$ cat src/source/merge_pkg.sv
/* Stream merge shared types */

package merge_pkg;

    // Payload widths
    localparam int SAMPLE_W = 24;         // Channel A sample
    localparam int CHAN_W   = 4;          // Channel B channel number
    localparam int CODE_W   = 8;          // Channel B event code
    localparam int WORD_W   = 32;         // Merged output word

    // FIFO depths, usable capacity is one less
    localparam int DEPTH_A  = 8;
    localparam int DEPTH_B  = 4;

    // Merged word layout
    localparam int   SRC_BIT    = 31;     // Source tag position
    localparam logic SRC_A      = 1'b0;   // Tag for channel A words
    localparam logic SRC_B      = 1'b1;   // Tag for channel B words
    localparam int   SAMPLE_LSB = 0;      // A word: sample in 23..0
    localparam int   CODE_LSB   = 0;      // B word: code in 7..0
    localparam int   CHAN_LSB   = 8;      // B word: chan in 11..8

    // Channel A payload
    typedef logic [SAMPLE_W-1:0] sample_t;

    // Channel B payload, chan sits above code
    typedef struct packed {
        logic [CHAN_W-1:0] chan;
        logic [CODE_W-1:0] code;
    } event_t;

    // Tagged output word
    typedef logic [WORD_W-1:0] word_t;

endpackage : merge_pkg

$ cat src/source/fifo_0r0w.sv
/* Zero-latency FIFO */

`timescale 1ns/1ps

module fifo_0r0w #(
    parameter type T     = logic [7:0], // Payload type
    parameter int  DEPTH = 8            // Entries, one stays unused
) (
    input  logic i_clk,
    input  logic i_rst_n,

    // Write side, lands in memory at next edge
    input  logic i_push,
    output logic o_full,
    input  T     i_wdata,

    // Read side, combinational from head
    input  logic i_pop,
    output logic o_empty,
    output T     o_rdata
);

    localparam int AWIDTH = (DEPTH > 1) ? $clog2(DEPTH) : 1;
    localparam logic [AWIDTH-1:0] LAST_IDX = AWIDTH'(DEPTH - 1);

    T mem [DEPTH];                        // Storage, no reset

    logic [AWIDTH-1:0] push_idx;          // Next slot to write
    logic [AWIDTH-1:0] pop_idx;           // Current head
    logic [AWIDTH-1:0] next_push_idx;
    logic [AWIDTH-1:0] next_pop_idx;
    logic              idx_equal;         // Buffer holds nothing in memory

    // Index increment with wrap at DEPTH
    always_comb begin
        if (push_idx == LAST_IDX) begin
            next_push_idx = '0;
        end else begin
            next_push_idx = push_idx + AWIDTH'(1);
        end

        if (pop_idx == LAST_IDX) begin
            next_pop_idx = '0;
        end else begin
            next_pop_idx = pop_idx + AWIDTH'(1);
        end
    end

    assign idx_equal = (push_idx == pop_idx);

    // Full when one more push would catch up with the head
    // A pop in the same cycle frees a slot
    assign o_full  = (next_push_idx == pop_idx) & ~i_pop;

    // Same-cycle push into an empty buffer counts as a word
    assign o_empty = idx_equal & ~i_push;

    // Read mux with forwarding of the incoming word
    always_comb begin
        if (idx_equal & i_push) begin
            o_rdata = i_wdata;            // Bypass memory
        end else begin
            o_rdata = mem[pop_idx];       // Normal head read
        end
    end

    // Index registers
    always_ff @(posedge i_clk) begin
        if (!i_rst_n) begin
            push_idx <= '0;
            pop_idx  <= '0;
        end else begin
            if (i_push) begin
                push_idx <= next_push_idx;
            end
            if (i_pop) begin
                pop_idx <= next_pop_idx;   // Forwarded word is consumed here too
            end
        end
    end

    // Memory write kept in its own process for RAM inference
    always_ff @(posedge i_clk) begin
        if (i_push) begin
            mem[push_idx] <= i_wdata;
        end
    end

endmodule : fifo_0r0w

$ cat src/source/rr_merge.sv
/* Round-robin two-channel merge */

`timescale 1ns/1ps

module rr_merge
    import merge_pkg::*;
(
    input  logic    i_clk,
    input  logic    i_rst_n,

    // Channel A head
    input  logic    i_empty_a,
    input  sample_t i_head_a,

    // Channel B head
    input  logic    i_empty_b,
    input  event_t  i_head_b,

    // Consumer side
    input  logic    i_pop,
    output logic    o_pop_a,          // Pop to FIFO A
    output logic    o_pop_b,          // Pop to FIFO B
    output logic    o_empty,
    output word_t   o_word
);

    logic  prio_b;                    // Priority bit, 0 favours A
    logic  sel_b;                     // Channel shown on the output
    logic  pop_any;                   // Consumer takes a word
    word_t word_a;
    word_t word_b;

    // Channel selection
    always_comb begin
        if (i_empty_a & ~i_empty_b) begin
            sel_b = 1'b1;             // Only B has data
        end else if (~i_empty_a & i_empty_b) begin
            sel_b = 1'b0;             // Only A has data
        end else if (~i_empty_a & ~i_empty_b) begin
            sel_b = prio_b;           // Contention, follow priority
        end else begin
            sel_b = 1'b0;             // Nothing to show
        end
    end

    assign o_empty = i_empty_a & i_empty_b;
    assign pop_any = i_pop & ~o_empty;

    // Steer the pop to the shown FIFO only
    assign o_pop_a = pop_any & ~sel_b;
    assign o_pop_b = pop_any & sel_b;

    // A word: sample zero-extended, tag in the top bit
    always_comb begin
        word_a                                = '0;
        word_a[SAMPLE_LSB +: SAMPLE_W]        = i_head_a;
        word_a[SRC_BIT]                       = SRC_A;
    end

    // B word: chan over code, rest zero
    always_comb begin
        word_b                                = '0;
        word_b[CODE_LSB +: CODE_W]            = i_head_b.code;
        word_b[CHAN_LSB +: CHAN_W]            = i_head_b.chan;
        word_b[SRC_BIT]                       = SRC_B;
    end

    assign o_word = sel_b ? word_b : word_a;

    // Priority moves away from the channel just popped
    always_ff @(posedge i_clk) begin
        if (!i_rst_n) begin
            prio_b <= 1'b0;           // Start with A
        end else if (pop_any) begin
            prio_b <= ~sel_b;
        end
    end

endmodule : rr_merge

$ cat src/source/stream_merge_top.sv
/* Two-channel stream merger */

`timescale 1ns/1ps

module stream_merge_top
    import merge_pkg::*;
(
    input  logic    i_clk,
    input  logic    i_rst_n,

    // Producer A, samples
    input  logic    i_push_a,
    input  sample_t i_sample,
    output logic    o_full_a,

    // Producer B, event records
    input  logic    i_push_b,
    input  event_t  i_event,
    output logic    o_full_b,

    // Consumer
    input  logic    i_pop,
    output logic    o_empty,
    output word_t   o_word
);

    // FIFO heads and pops between buffers and merger
    logic    empty_a;
    sample_t head_a;
    logic    pop_a;
    logic    empty_b;
    event_t  head_b;
    logic    pop_b;

    // Channel A buffer
    fifo_0r0w #(
        .T     (sample_t),
        .DEPTH (DEPTH_A)
    ) fifo_a (
        .i_clk   (i_clk),
        .i_rst_n (i_rst_n),
        .i_push  (i_push_a),
        .o_full  (o_full_a),
        .i_wdata (i_sample),
        .i_pop   (pop_a),
        .o_empty (empty_a),
        .o_rdata (head_a)
    );

    // Channel B buffer
    fifo_0r0w #(
        .T     (event_t),
        .DEPTH (DEPTH_B)
    ) fifo_b (
        .i_clk   (i_clk),
        .i_rst_n (i_rst_n),
        .i_push  (i_push_b),
        .o_full  (o_full_b),
        .i_wdata (i_event),
        .i_pop   (pop_b),
        .o_empty (empty_b),
        .o_rdata (head_b)
    );

    // Arbiter and word packing
    rr_merge merge0 (
        .i_clk     (i_clk),
        .i_rst_n   (i_rst_n),
        .i_empty_a (empty_a),
        .i_head_a  (head_a),
        .i_empty_b (empty_b),
        .i_head_b  (head_b),
        .i_pop     (i_pop),
        .o_pop_a   (pop_a),
        .o_pop_b   (pop_b),
        .o_empty   (o_empty),
        .o_word    (o_word)
    );

endmodule : stream_merge_top

$ cat config.mk
export PLATFORM = sky130hd
export DESIGN_NAME = stream_merge_top
export DESIGN_NICKNAME = d
export VERILOG_FILES = /design/src/source/merge_pkg.sv /design/src/source/fifo_0r0w.sv /design/src/source/rr_merge.sv /design/src/source/stream_merge_top.sv
export SDC_FILE = /design/constraint.sdc
export NUM_CORES = 1
export LEC_CHECK = 0
export BUFFER_PORTS_ARGS = -buffer_cell sky130_fd_sc_hd__buf_2
export CORE_AREA = 2 2 156 158
export DETAILED_ROUTE_END_ITERATION = 10
export DIE_AREA = 0 0 158 160
export PLACE_DENSITY = 0.62
export SLEW_MARGIN = 20
export SYNTH_ARGS = -nofsm -noshare
export SYNTH_HDL_FRONTEND = slang
export SYNTH_SLANG_ARGS = --single-unit
$ cat constraint.sdc
create_clock -name i_clk -period 3.75 [get_ports i_clk]
set_clock_uncertainty 0.15 [all_clocks]
set_input_delay 0.5625 -clock i_clk [delete_from_list [all_inputs] [get_ports i_clk]]
set_output_delay 0.5625 -clock i_clk [all_outputs]
set_load 0.005 [all_outputs]
# Yosys cells after proc, flatten, opt, wreduce, memory -nomap -nowiden
# Memories as Yosys holds them, arrays and structs flattened. A register that Yosys moved wholly into a read port is not among the register bits.
# Index checks and enable logic that the tools add are counted.
[op_classes] n_addsub=4 n_eq_ne=8 n_bitwise=21 n_mux=18
[ops] op="2-to-1 mux 32 bit" count=1
[ops] op="2-to-1 mux 24 bit" count=1
[ops] op="AND 1 bit" count=13
[ops] op="2-to-1 mux 12 bit" count=1
[ops] op="2-to-1 mux 3 bit" count=4
[ops] op="2-to-1 mux 2 bit" count=4
[ops] op="NOT 1 bit" count=8
[ops] op="2-to-1 mux 1 bit" count=7
[ops] op="adder 3 x 1 -> 3 bit (second input constant)" count=2
[ops] op="== test 3 bit" count=2
[ops] op="== test 3 bit (second input constant)" count=2
[ops] op="adder 2 x 1 -> 2 bit (second input constant)" count=2
[ops] op="== test 2 bit" count=2
[ops] op="== test 2 bit (second input constant)" count=2
[word_totals] elab_cells=58 memories=2 ff_bits=11 in_bits=41 ramBits=240 output_inout_bits=35
[mem_list] name="fifo_a.mem" words=8 word_bits=24 rd=1 rd_clocked_by_memory_dff=1 write_ports=1 line_no="fifo_0r0w.sv:26" source="T mem [DEPTH];"
[mem_list] name="fifo_b.mem" words=4 word_bits=12 rd=1 rd_clocked_by_memory_dff=1 write_ports=1 line_no="fifo_0r0w.sv:26"

# Longest topological paths before layout
# Gate-level depths: netlist (run 1).
[logic_depth] ltp_word=11 mapped_depth=7 depth_no_buf=5

# By module
# From an unflattened synthesis (run 1), not the netlist that was laid out.
[hier_totals] cells_unflattened=512 hier_area_um2=10756.6
[by_module_without_submodules] mod="fifo_0r0w at fifo_a" cells_each=355 n_inst=1 area_per_inst_um2=8092.8
[by_module_without_submodules] mod="fifo_0r0w at fifo_b" cells_each=110 n_inst=1 area_per_inst_um2=2250.9
[by_module_without_submodules] mod="rr_merge" cells_each=47 n_inst=1 area_per_inst_um2=412.9

# Worst setup path before layout (run 1)
# No wires, ideal clock.
[synth_timing] kind="input -> register" startpoint="input i_push_a" endpoint="memory fifo_a.mem[4][0] in the netlist's numbering, enable pin" slack_ps=506 t_required_ps=3165 cell_stages=3 t_arrival_ps=2659 path_cell_list="clkbuf_1 -> nand2_1 -> nor3_1"
[synth_between] elab_chain_cells=2
[synth_rtl] item="start: declaration" line_no="stream_merge_top.sv:12" source="input logic i_push_a,"
[synth_rtl] item="2-to-1 mux 1 bit" line_no="fifo_0r0w.sv:84" source="if (i_push) begin"
[synth_rtl] item="2-to-1 mux 1 bit (not written as such)" line_no="fifo_0r0w.sv:85" source="mem[push_idx] <= i_wdata;"
[synth_rtl] item="end: declaration" line_no="fifo_0r0w.sv:26"
# Every way passes these cells.

# Worst setup path in the final report (run 1)
[layout_timing] startpoint="register fifo_a.push_idx[1]" endpoint="output o_word[3]"
[layout_between] elab_chain_cells=8
[layout_rtl] item="start: declaration" line_no="fifo_0r0w.sv:28" source="logic [AWIDTH-1:0] push_idx;"
[layout_rtl] item="start signal: assignment" line_no="fifo_0r0w.sv:74" source="push_idx <= next_push_idx;"
[layout_rtl] item="== test 3 bit (*)" line_no="fifo_0r0w.sv:49" source="assign idx_equal = (push_idx == pop_idx);"
[layout_rtl] item="AND 1 bit" line_no="fifo_0r0w.sv:56" source="assign o_empty = idx_equal & ~i_push;"
[layout_rtl] item="NOT 1 bit" line_no="rr_merge.sv:37, rr_merge.sv:39"
[layout_rtl] item="AND 1 bit" line_no="rr_merge.sv:39" source="end else if (~i_empty_a & ~i_empty_b) begin"
[layout_rtl] item="2-to-1 mux 1 bit" line_no="rr_merge.sv:39"
[layout_rtl] item="2-to-1 mux 1 bit" line_no="rr_merge.sv:37" source="end else if (~i_empty_a & i_empty_b) begin"
[layout_rtl] item="2-to-1 mux 1 bit" line_no="rr_merge.sv:35" source="if (i_empty_a & ~i_empty_b) begin"
[layout_rtl] item="2-to-1 mux 32 bit (*)" line_no="rr_merge.sv:68" source="assign o_word = sel_b ? word_b : word_a;"
[layout_rtl] item="end: declaration" line_no="stream_merge_top.sv:24" source="output word_t o_word"
# Mark *: on every way between the ends. The rest lies on a longest branch, timed or not.

==> results of run 1 <==
cells in the final DEF, fill, tap and decap left out, types with 3 or more instances in the layout:
cell type / instances
edfxtp_1: 240
buf_2: 68
mux2i_1: 63
mux4_2: 60
clkbuf_16: 27
nor2_1: 16
buf_4: 15
dfxtp_1: 14
a211oi_1: 12
mux2_2: 12
nand2_1: 12
ha_1: 9
conb_1: 7
clkinv_2: 7
xor2_1: 6
nor2b_1: 6
nor2_2: 6
bufinv_16: 5
xnor2_1: 4
and2_1: 4
clkinv_1: 4
inv_1: 3
nand2b_1: 3
worst min path at each step:
stage | start | to | slack [ns] | cells after the start
global route | i_event[5] | fifo_b.mem[2][5] | 0.12 | 1
floorplan | fifo_a.pop_idx[1] | flip-flop | 0.36 | 2
finish | i_event[9] | fifo_b.mem[3][9] | 0.13 | 1
CTS | i_event[4] | fifo_b.mem[0][4] | 0.10 | 1
global placement | fifo_b.pop_idx[1] | flip-flop | 0.39 | 2
detailed placement | fifo_a.pop_idx[2] | flip-flop | 0.39 | 2
layer usage:
metal  up-vias  part of all wire, %  track usage, %  routed length (um)
met2       133                   50            25.9                9800
met1      2566                   43            22.5                8580
li1       2271                    -               -                   -
met5         -                    0               0                   0
met4         0                  2.0            3.48                 386
met3        26                  5.2            2.88                1030
flip-flops by register name, summed over array words and instances, names as in the netlist, named ones only:
name             cells
fifo_a.pop_idx       3
fifo_b.mem          48
fifo_a.push_idx      3
fifo_b.push_idx      2
fifo_b.pop_idx       2
merge0.prio_b        1
fifo_a.mem         192
cell type report:
type	instances	area, sq um	share of cell area (%)
sequential	256	7530	62.2
multi-input combinational	234	2780	23.0
clock buffer	29	683	5.64
timing repair buffer	84	473	3.91
tap	324	405	3.35
clock inverter	19	224	1.85
inverter	3	11.3	0.0930
critical path: stages, from the launching register on:
cell	delay, ns
dfxtp_1	0.54
xor2_1	0.17
or4b_4	0.82
mux2i_1	0.39
mux2i_1	0.17
buf_2	0.16
power groups by stage:
stage / registers (W) / logic [W] / clock network [W]
2_1_floorplan: 0.00330 / 0.000627 / 0
6_report: 0.00329 / 0.000853 / 0.00269
5_1_grt: 0.00330 / 0.000932 / 0.00286
3_5_place_dp: 0.00335 / 0.000863 / 0
3_3_place_gp: 0.00335 / 0.000849 / 0
4_1_cts: 0.00329 / 0.000868 / 0.00275
cells by family after synthesis:
logic type,Yosys count
other,1
AO/OA/AOI/OAI,17
flip-flops,256
multiplexers,135
XOR/XNOR,10
buffers and inverters,37
AND/OR/NAND/NOR,56
adder cells (fa/ha/maj),9
through the flow:
stage | util (%) | std cells | hold WS, ns | total power [W] | setup slack (ns)
3_3_place_gp | 47.0 | 901 | 0.389 | 0.00419 | 0.755
5_1_grt | 50.8 | 949 | 0.119 | 0.00709 | 0.0372
4_1_cts | 50.8 | 949 | 0.102 | 0.00691 | 0.176
3_5_place_dp | 47.0 | 901 | 0.394 | 0.00421 | 0.735
2_1_floorplan | - | 527 | 0.357 | 0.00393 | 0.506
6_report | 50.8 | 949 | 0.130 | 0.00683 | 0.268
==> run_results.csv, run 1 <==
group,metric,value,unit
status,outcome,"finished clean",
logic_synthesis,synth_top_family_by_area,"multiplexers",
cts,clk_pin_slew,0.06,ns
cts,cts_buffers,27,
logic_synthesis,ys_seq_area_share,71.7,%
worst_setup_path,r2r_cells,4,
die,fp.coreArea,0.0238,sq mm
die,fp-row-count,57,
worst_setup_path,worstPathArrival,2.77,ns
worst_setup_path,cp-startpoint,"fifo_a.push_idx[1]",
global_route,grt-ovfl-total,0,
detailed_routing,postRouteAntennaNets,0,
power_and_ir_drop,netSwitchingPower,0.00154,W
power_and_ir_drop,switching_share,22.5,%
die,die_x,158,um
global_route,grt_pass1_vias,5249,
cts,cts_resized,0,
cts,insertion_delay,0.51,ns
layout,final_area,0.0121,sq mm
die,start_util,44.0,%
detailed_routing,dr.pass1.iters,4,
detailed_routing,wl_per_cell,20.9,um
logic_synthesis,synth_edf_count,240,
cts,cts_root_buf,"clkbuf_16",
die,die_area,0.0253,sq mm
worst_setup_path,path_max_fanout,36,
layout,syn2layout_area_growth,15.4,%
power_and_ir_drop,cellPowerDensity,564,mW/mm^2
logic_synthesis,synthCells,521,
worst_setup_path,reg2reg_setup_slack,1.71,ns
global_route,gr-usage-all-layers,15.9,%
detailed_routing,finalWirelength,19.8,mm
logic_synthesis,syn_avg_cell_area,20.1,sq um
logic_synthesis,synth_area,0.0105,sq mm
timing,hold_violations,0,
cts,postCtsHoldBufs,0,
die,die_y,160,um
timing,fmax,0.287,GHz
logic_synthesis,yosysWarnings,0,
logic_synthesis,yosysMostFrequentCell,"edfxtp_1",
worst_setup_path,crit_type,"flip-flop to output port",
logic_synthesis,muxShareOfSynthArea,20.2,%
timing,setup-tns-final,0,ns
timing,fin_crit_sh,92.8,%
power_and_ir_drop,combinationalPowerShare,12.5,%
logic_synthesis,synth_top_area_share,68.7,%
global_route,grt_max_degree,37,
worst_setup_path,r2r-start,"fifo_a.push_idx[1]",
logic_synthesis,synthTopCellsByArea,"edfxtp_1, mux4_2, mux2i_1, dfxtp_1, mux2_2",
detailed_routing,drc,0,
global_route,antenna_found_initial,1,
timing,slew_violations,0,
worst_setup_path,crit_path_end_kind,"output port",
cts,cts.sinks,256,
cts,cts_setup_buffers,0,
global_route,grt_pass1_wl,30.5,mm
worst_setup_path,critPathLaunchType,"flip-flop",
placement,placed_area,0.0112,sq mm
run,maxCapViolCount,0,
timing,min_period,3.48,ns
timing,rsz0062_at_grt,"false",
power_and_ir_drop,power.leakage,4.18,nW
worst_setup_path,crit_end,"o_word[3]",
cts,clk_path_buf_depth,3,
layout,drive_above_1_share,33.9,%
timing,slew_headroom,48.9,%
logic_synthesis,synth_common_cells,"edfxtp_1, mux2i_1, mux4_2",
cts,cts_tree,"built",
detailed_routing,vias,4996,
hold_path,hp-class,"primary input to flip-flop",
logic_synthesis,synth_flop_cell,"edfxtp_1",
power_and_ir_drop,intPower,0.00529,W
layout,fillers,1966,
power_and_ir_drop,ir_drop,0.322,mV
detailed_routing,drtIter0Drc,305,
worst_setup_path,critPathRequiredTime,3.04,ns
cts,htreeDepth,1,
placement,gp_congestion,0.744,
timing,tightestPinTransition,0.767,ns
logic_synthesis,synth_top_area_cell,"edfxtp_1",
power_and_ir_drop,seq_power_share,48.1,%
logic_synthesis,yosys_register_bits,256,
logic_synthesis,synth-async-reset-ratio,0,%
timing,setup_viol,0,
placement,port_buffers,68,
placement,dpl.hpwl,11.9,mm
logic_synthesis,yosys.area_share.simple,2.56,%
logic_synthesis,synth-xor-area-share,0.835,%
logic_synthesis,synth_fa_ha_area_share,1.07,%
logic_synthesis,synth-compound-area-share,1.37,%
logic_synthesis,yosys.cell_types.count,32,
layout,final_net_count,656,
layout,n_antenna_cell,0,
detailed_routing,vias_per_cell,5.26,
power_and_ir_drop,clkPwrFrac,39.4,%
die,io_pins,76,
Note: power is estimated with default switching activity, not from simulation.
==> inputs of run 2 (changes only) <==
- RECOVER_POWER: unset -> 25
- clock period: 3.75 -> 3.3 ns (I/O delays scaled with it)
==> run_results.csv, run 2 (same netlist as run 1, synthesis figures left out) <==
group,metric,value,unit
worst_setup_path,crit_path_end_kind,"output port",
power_and_ir_drop,design_power_total,0.00770,W
die,die_area,0.0253,sq mm
cts,htreeDepth,1,
layout,reg_top3,"fifo_a.mem (192), fifo_b.mem (48)",
die,io_pins,76,
cts,clk_path_buf_depth,3,
cts,cts.sinks,256,
placement,placed_area,0.0112,sq mm
layout,seqCellArea,0.00754,sq mm
layout,final_net_count,665,
worst_setup_path,critPathLaunchType,"flip-flop",
timing,hold_slack,0.118,ns
timing,hold_violations,0,
timing,slew_headroom,54.2,%
layout,n_antenna_cell,0,
run,maxCapViolCount,0,
timing,min_period,3.12,ns
timing,fin_crit_sh,94.6,%
placement,placed_cells,902,
cts,clk_pin_slew,0.06,ns
worst_setup_path,critPathRequiredTime,2.65,ns
power_and_ir_drop,cellPowerDensity,630,mW/mm^2
die,fp-row-count,57,
die,start_util,44.0,%
global_route,antenna_found_initial,0,
layout,largest_register_ffs,192,
detailed_routing,wl_per_cell,21.3,um
placement,gp_congestion,0.751,
cts,cts_buffers,26,
global_route,grt_max_degree,37,
layout,finalNonFillerCells,958,
timing,slew_violations,0,
cts,cts_tree,"built",
timing,setup_viol,0,
layout,multi_input_area,0.00287,sq mm
die,die_x,158,um
layout,drive_above_1_share,30.9,%
cts,insertion_delay,0.51,ns
timing,fmax,0.320,GHz
detailed_routing,postRouteAntennaNets,0,
timing,tightestPinTransition,0.686,ns
global_route,grt-ovfl-total,0,
timing,rsz0062_at_grt,"false",
power_and_ir_drop,power.leakage,4.14,nW
cts,postCtsHoldBufs,0,
cts,cts_root_buf,"clkbuf_16",
layout,final_common_cell,"edfxtp_1",
layout,fillers,1947,
hold_path,hp-class,"primary input to flip-flop",
die,fp.coreArea,0.0238,sq mm
detailed_routing,drtIter0Drc,402,
layout,mostFrequentLayoutCells,"edfxtp_1, mux2i_1, mux4_2",
detailed_routing,finalWirelength,20.4,mm
detailed_routing,drc,0,
layout,syn2layout_area_growth,16.5,%
layout,max_flop_register,"fifo_a.mem",
layout,final_area,0.0122,sq mm
worst_setup_path,reg2reg_setup_slack,1.27,ns
detailed_routing,dr.pass1.iters,4,
worst_setup_path,path_max_fanout,13,
die,die_y,160,um
detailed_routing,vias,5077,
power_and_ir_drop,ir_drop,0.494,mV
placement,port_buffers,68,
worst_setup_path,worstPathArrival,2.48,ns
timing,setup-tns-final,0,ns
worst_setup_path,crit_type,"flip-flop to output port",
global_route,grt_pass1_vias,5169,
placement,dpl.hpwl,11.8,mm
status,outcome,"finished clean",
global_route,gr-usage-all-layers,15.8,%
detailed_routing,vias_per_cell,5.30,
global_route,grt_pass1_wl,30.1,mm
[run 2: worst max-delay path: stages, from the launching register on]
cell,delay (ns)
dfxtp_1,0.49
xor2_4,0.34
nor4_2,0.13
o21ai_2,0.20
clkinvlp_4,0.33
a211oi_1,0.30
buf_2,0.16
[run 2: metrics by stage]
stage	util, %	worst slack (ns)
2_1_floorplan	-	0.124
3_3_place_gp	47.2	0.474
3_5_place_dp	47.2	0.453
4_1_cts	51.0	0.0119
5_1_grt	51.3	0.0137
6_report	51.3	0.177
[run 2: layout make-up]
type                       count  share of cell area, %
timing repair buffer          92                   4.40
tap                          324                   3.32
sequential                   256                   61.6
inverter                       3                  0.123
multi-input combinational    236                   23.5
clock buffer                  34                   5.74
clock inverter                13                   1.29
[run 2: repair_timing]
action | in CTS | in global routing
buffers inserted | 4 | 3
gates resized for setup | 0 | 13
cloned | 0 | 2
pin swaps | 0 | 1
setup endpoints to repair | 7 | 24
[run 2: path summary, 6_finish.rpt]
check,from,to,cells past startpoint
setup reg to reg,fifo_a.push_idx[2],fifo_a.mem[7][1],3
hold / removal,i_sample[9],fifo_a.mem[2][9],1
hold reg to reg,fifo_b.pop_idx[1],flip-flop,2
setup / recovery,fifo_a.push_idx[2],o_word[19],6
[run 2: routing by layer]
| metal | global-route usage [%] | wire length [um] |
|---|---|---|
| met1 | 22.3 | 9000 |
| met2 | 25.9 | 9910 |
| met3 | 2.90 | 1170 |
| met4 | 3.19 | 350 |
| met5 | 0 | 0 |
[run 2: report_power, final]
group	switching (W)	internal (W)	leakage, nW	total (W)
clock	0.00113	0.00180	0.419	0.00294
combinational	0.000544	0.000511	1.41	0.00106
sequential	0.0000533	0.00365	2.32	0.00371
==> inputs of run 3 (changes only) <==
- CORE_AREA: 2 2 156 158 -> 2 2 158 160
- DIE_AREA: 0 0 158 160 -> 0 0 160 162
- GPL_TIMING_DRIVEN: unset -> 1
- SYNTH_HIERARCHICAL: unset -> 1
==> run_results.csv, run 3 <==
group,metric,value,unit
logic_synthesis,yosys.cell_types.count,35,
logic_synthesis,yosysMostFrequentCell,"edfxtp_1",
die,io_pins,76,
layout,final_common_cell,"edfxtp_1",
layout,mostFrequentLayoutCells,"edfxtp_1, mux4_2, mux2_4",
worst_setup_path,cp.depth,6,
worst_setup_path,critPathRequiredTime,2.65,ns
logic_synthesis,yosys.area_share.simple,3.01,%
cts,cts_tree,"built",
power_and_ir_drop,ir_drop,0.437,mV
timing,fin_crit_sh,99.0,%
layout,final_area,0.0127,sq mm
placement,gp_congestion,0.712,
die,fp.coreArea,0.0241,sq mm
layout,fillers,1942,
worst_setup_path,crit_path_end_kind,"output port",
global_route,grt_pass1_vias,5385,
cts,clk_pin_slew,0.06,ns
logic_synthesis,synth_top_area_share,67.0,%
worst_setup_path,crit_type,"flip-flop to output port",
die,die_area,0.0259,sq mm
timing,slew_headroom,54.4,%
logic_synthesis,synth_common_cells,"edfxtp_1, mux4_2, mux2_2, mux2_4, dfxtp_1",
run,maxCapViolCount,0,
die,die_x,160,um
timing,hold_slack,0.0551,ns
cts,cts_buffers,26,
placement,dpl.hpwl,12.3,mm
detailed_routing,finalWirelength,21.1,mm
placement,placed_area,0.0116,sq mm
detailed_routing,dr.pass1.iters,6,
timing,slew_violations,0,
logic_synthesis,synth_top_family_by_area,"multiplexers",
timing,min_period,3.27,ns
detailed_routing,vias_per_cell,5.25,
worst_setup_path,critPathLaunchType,"flip-flop",
logic_synthesis,synth_edf_count,240,
placement,port_buffers,68,
hold_path,hold_depth,2,
hold_path,hp-class,"primary input to flip-flop",
worst_setup_path,slowest_stage,"mux4_2",
logic_synthesis,synth_area,0.0108,sq mm
layout,syn2layout_area_growth,18.5,%
logic_synthesis,ys_seq_area_share,70.0,%
logic_synthesis,synth-async-reset-ratio,0,%
logic_synthesis,muxShareOfSynthArea,22.3,%
worst_setup_path,worstPathArrival,2.62,ns
detailed_routing,vias,5086,
logic_synthesis,yosysWarnings,6,
worst_setup_path,crit_family,"multiplexers",
worst_setup_path,cp_cell_sequence,"clkbuf_16 > mux4_2 > mux2_4 > mux2_4 > mux2_4 > buf_6",
cts,clk_path_buf_depth,3,
logic_synthesis,yosys_register_bits,256,
layout,drive_above_1_share,41.8,%
layout,fin_util,52.9,%
layout,reg_top3,"fifo_a/mem (192), fifo_b/mem (48)",
cts,insertion_delay,0.52,ns
global_route,gr-usage-all-layers,16.0,%
detailed_routing,drc,0,
layout,final_net_count,674,
logic_synthesis,synth-xor-area-share,0.733,%
detailed_routing,postRouteAntennaNets,0,
logic_synthesis,synth-compound-area-share,0.512,%
die,start_util,44.6,%
cts,cts_root_buf,"clkbuf_16",
worst_setup_path,cp_common_cell,"mux2_4",
logic_synthesis,synth_fa_ha_area_share,1.05,%
power_and_ir_drop,cellPowerDensity,611,mW/mm^2
logic_synthesis,synth_top_area_cell,"edfxtp_1",
timing,hold_violations,0,
timing,tightestPinTransition,0.684,ns
detailed_routing,wl_per_cell,21.8,um
die,die_y,162,um
cts,htreeDepth,1,
logic_synthesis,synthTopCellsByArea,"edfxtp_1, mux4_2, mux2_4, mux2_2, dfxtp_1",
worst_setup_path,cpPeakStageDelay,0.49,ns
layout,max_flop_register,"fifo_a/mem",
logic_synthesis,synth_flop_cell,"edfxtp_1",
worst_setup_path,r2r_cells,8,
power_and_ir_drop,power.leakage,4.41,nW
global_route,grt_pass1_wl,31.3,mm
logic_synthesis,synthCells,512,
layout,largest_register_ffs,192,
timing,fmax,0.306,GHz
timing,rsz0062_at_grt,"true",
timing,setup_viol,0,
cts,postCtsHoldBufs,0,
worst_setup_path,reg2reg_setup_slack,1.15,ns
worst_setup_path,crit_buf_inv,2,
die,fp-row-count,57,
global_route,grt_max_degree,49,
logic_synthesis,syn_avg_cell_area,21.0,sq um
detailed_routing,drtIter0Drc,287,
status,outcome,"finished clean",
global_route,grt-ovfl-total,0,
global_route,antenna_found_initial,0,
cts,cts.sinks,256,
layout,n_antenna_cell,0,
worst_setup_path,path_max_fanout,7,
[run 3: through the flow]
step | setup TNS (ns) | setup slack (ns) | cells | total power [W]
3_5_place_dp | 0 | 0.455 | 902 | 0.00478
6_report | 0 | 0.0316 | 968 | 0.00778
4_1_cts | 0 | 0.00300 | 954 | 0.00773
5_1_grt | -0.433 | -0.0511 | 968 | 0.00809
2_1_floorplan | 0 | 0.163 | 518 | 0.00445
3_3_place_gp | 0 | 0.470 | 902 | 0.00475
[run 3: kinds of logic (layout without fill, tap and decap cells)]
| family | after synthesis | after routing |
|---|---|---|
| flops | 256 | 256 |
| simple gates | 57 | 57 |
| mux | 138 | 138 |
| fa+ha+maj | 9 | 9 |
| buf+inv | 36 | 162 |
| compound gates | 6 | 6 |
| xor+xnor | 9 | 9 |
| other cells | 1 | 7 |
[run 3: repair_timing]
action,4_1_cts,5_1_grt
cloned,1,5
gates resized for setup,2,37
pin swaps,1,0
buffers inserted,3,9
endpoints found under the setup margin,3,9
[run 3: layout make-up]
cell class | instances | area [sq um] | share of cell area [%]
tap | 324 | 405 | 3.18
sequential | 256 | 7530 | 59.1
timing repair buffer | 108 | 877 | 6.88
clock buffer | 31 | 691 | 5.42
inverter | 6 | 22.5 | 0.177
clock inverter | 17 | 168 | 1.32
multi-input combinational | 226 | 3050 | 23.9
[run 3: final timing paths]
path | from | to
max reg2reg | fifo_a/push_idx[2] | fifo_b/pop_idx[0]
min reg2reg | merge0/prio_b | merge0/prio_b
max | flip-flop | o_word[10]
min | i_pop | merge0/prio_b
[run 3: routing by layer]
layer	track usage, %	wire [um]	vias up
li1	-	-	2288
met1	21.9	9460	2653
met2	27.3	10300	124
met3	2.63	1020	21
met4	3.56	329	0
met5	0	0	-
[run 3: where the power goes]
group / internal (W) / leakage, nW / total (W) / switching [W]
Sequential: 0.00364 / 2.32 / 0.00368 / 0.0000425
Clock: 0.00173 / 0.420 / 0.00291 / 0.00118
Combinational: 0.000707 / 1.68 / 0.00119 / 0.000487
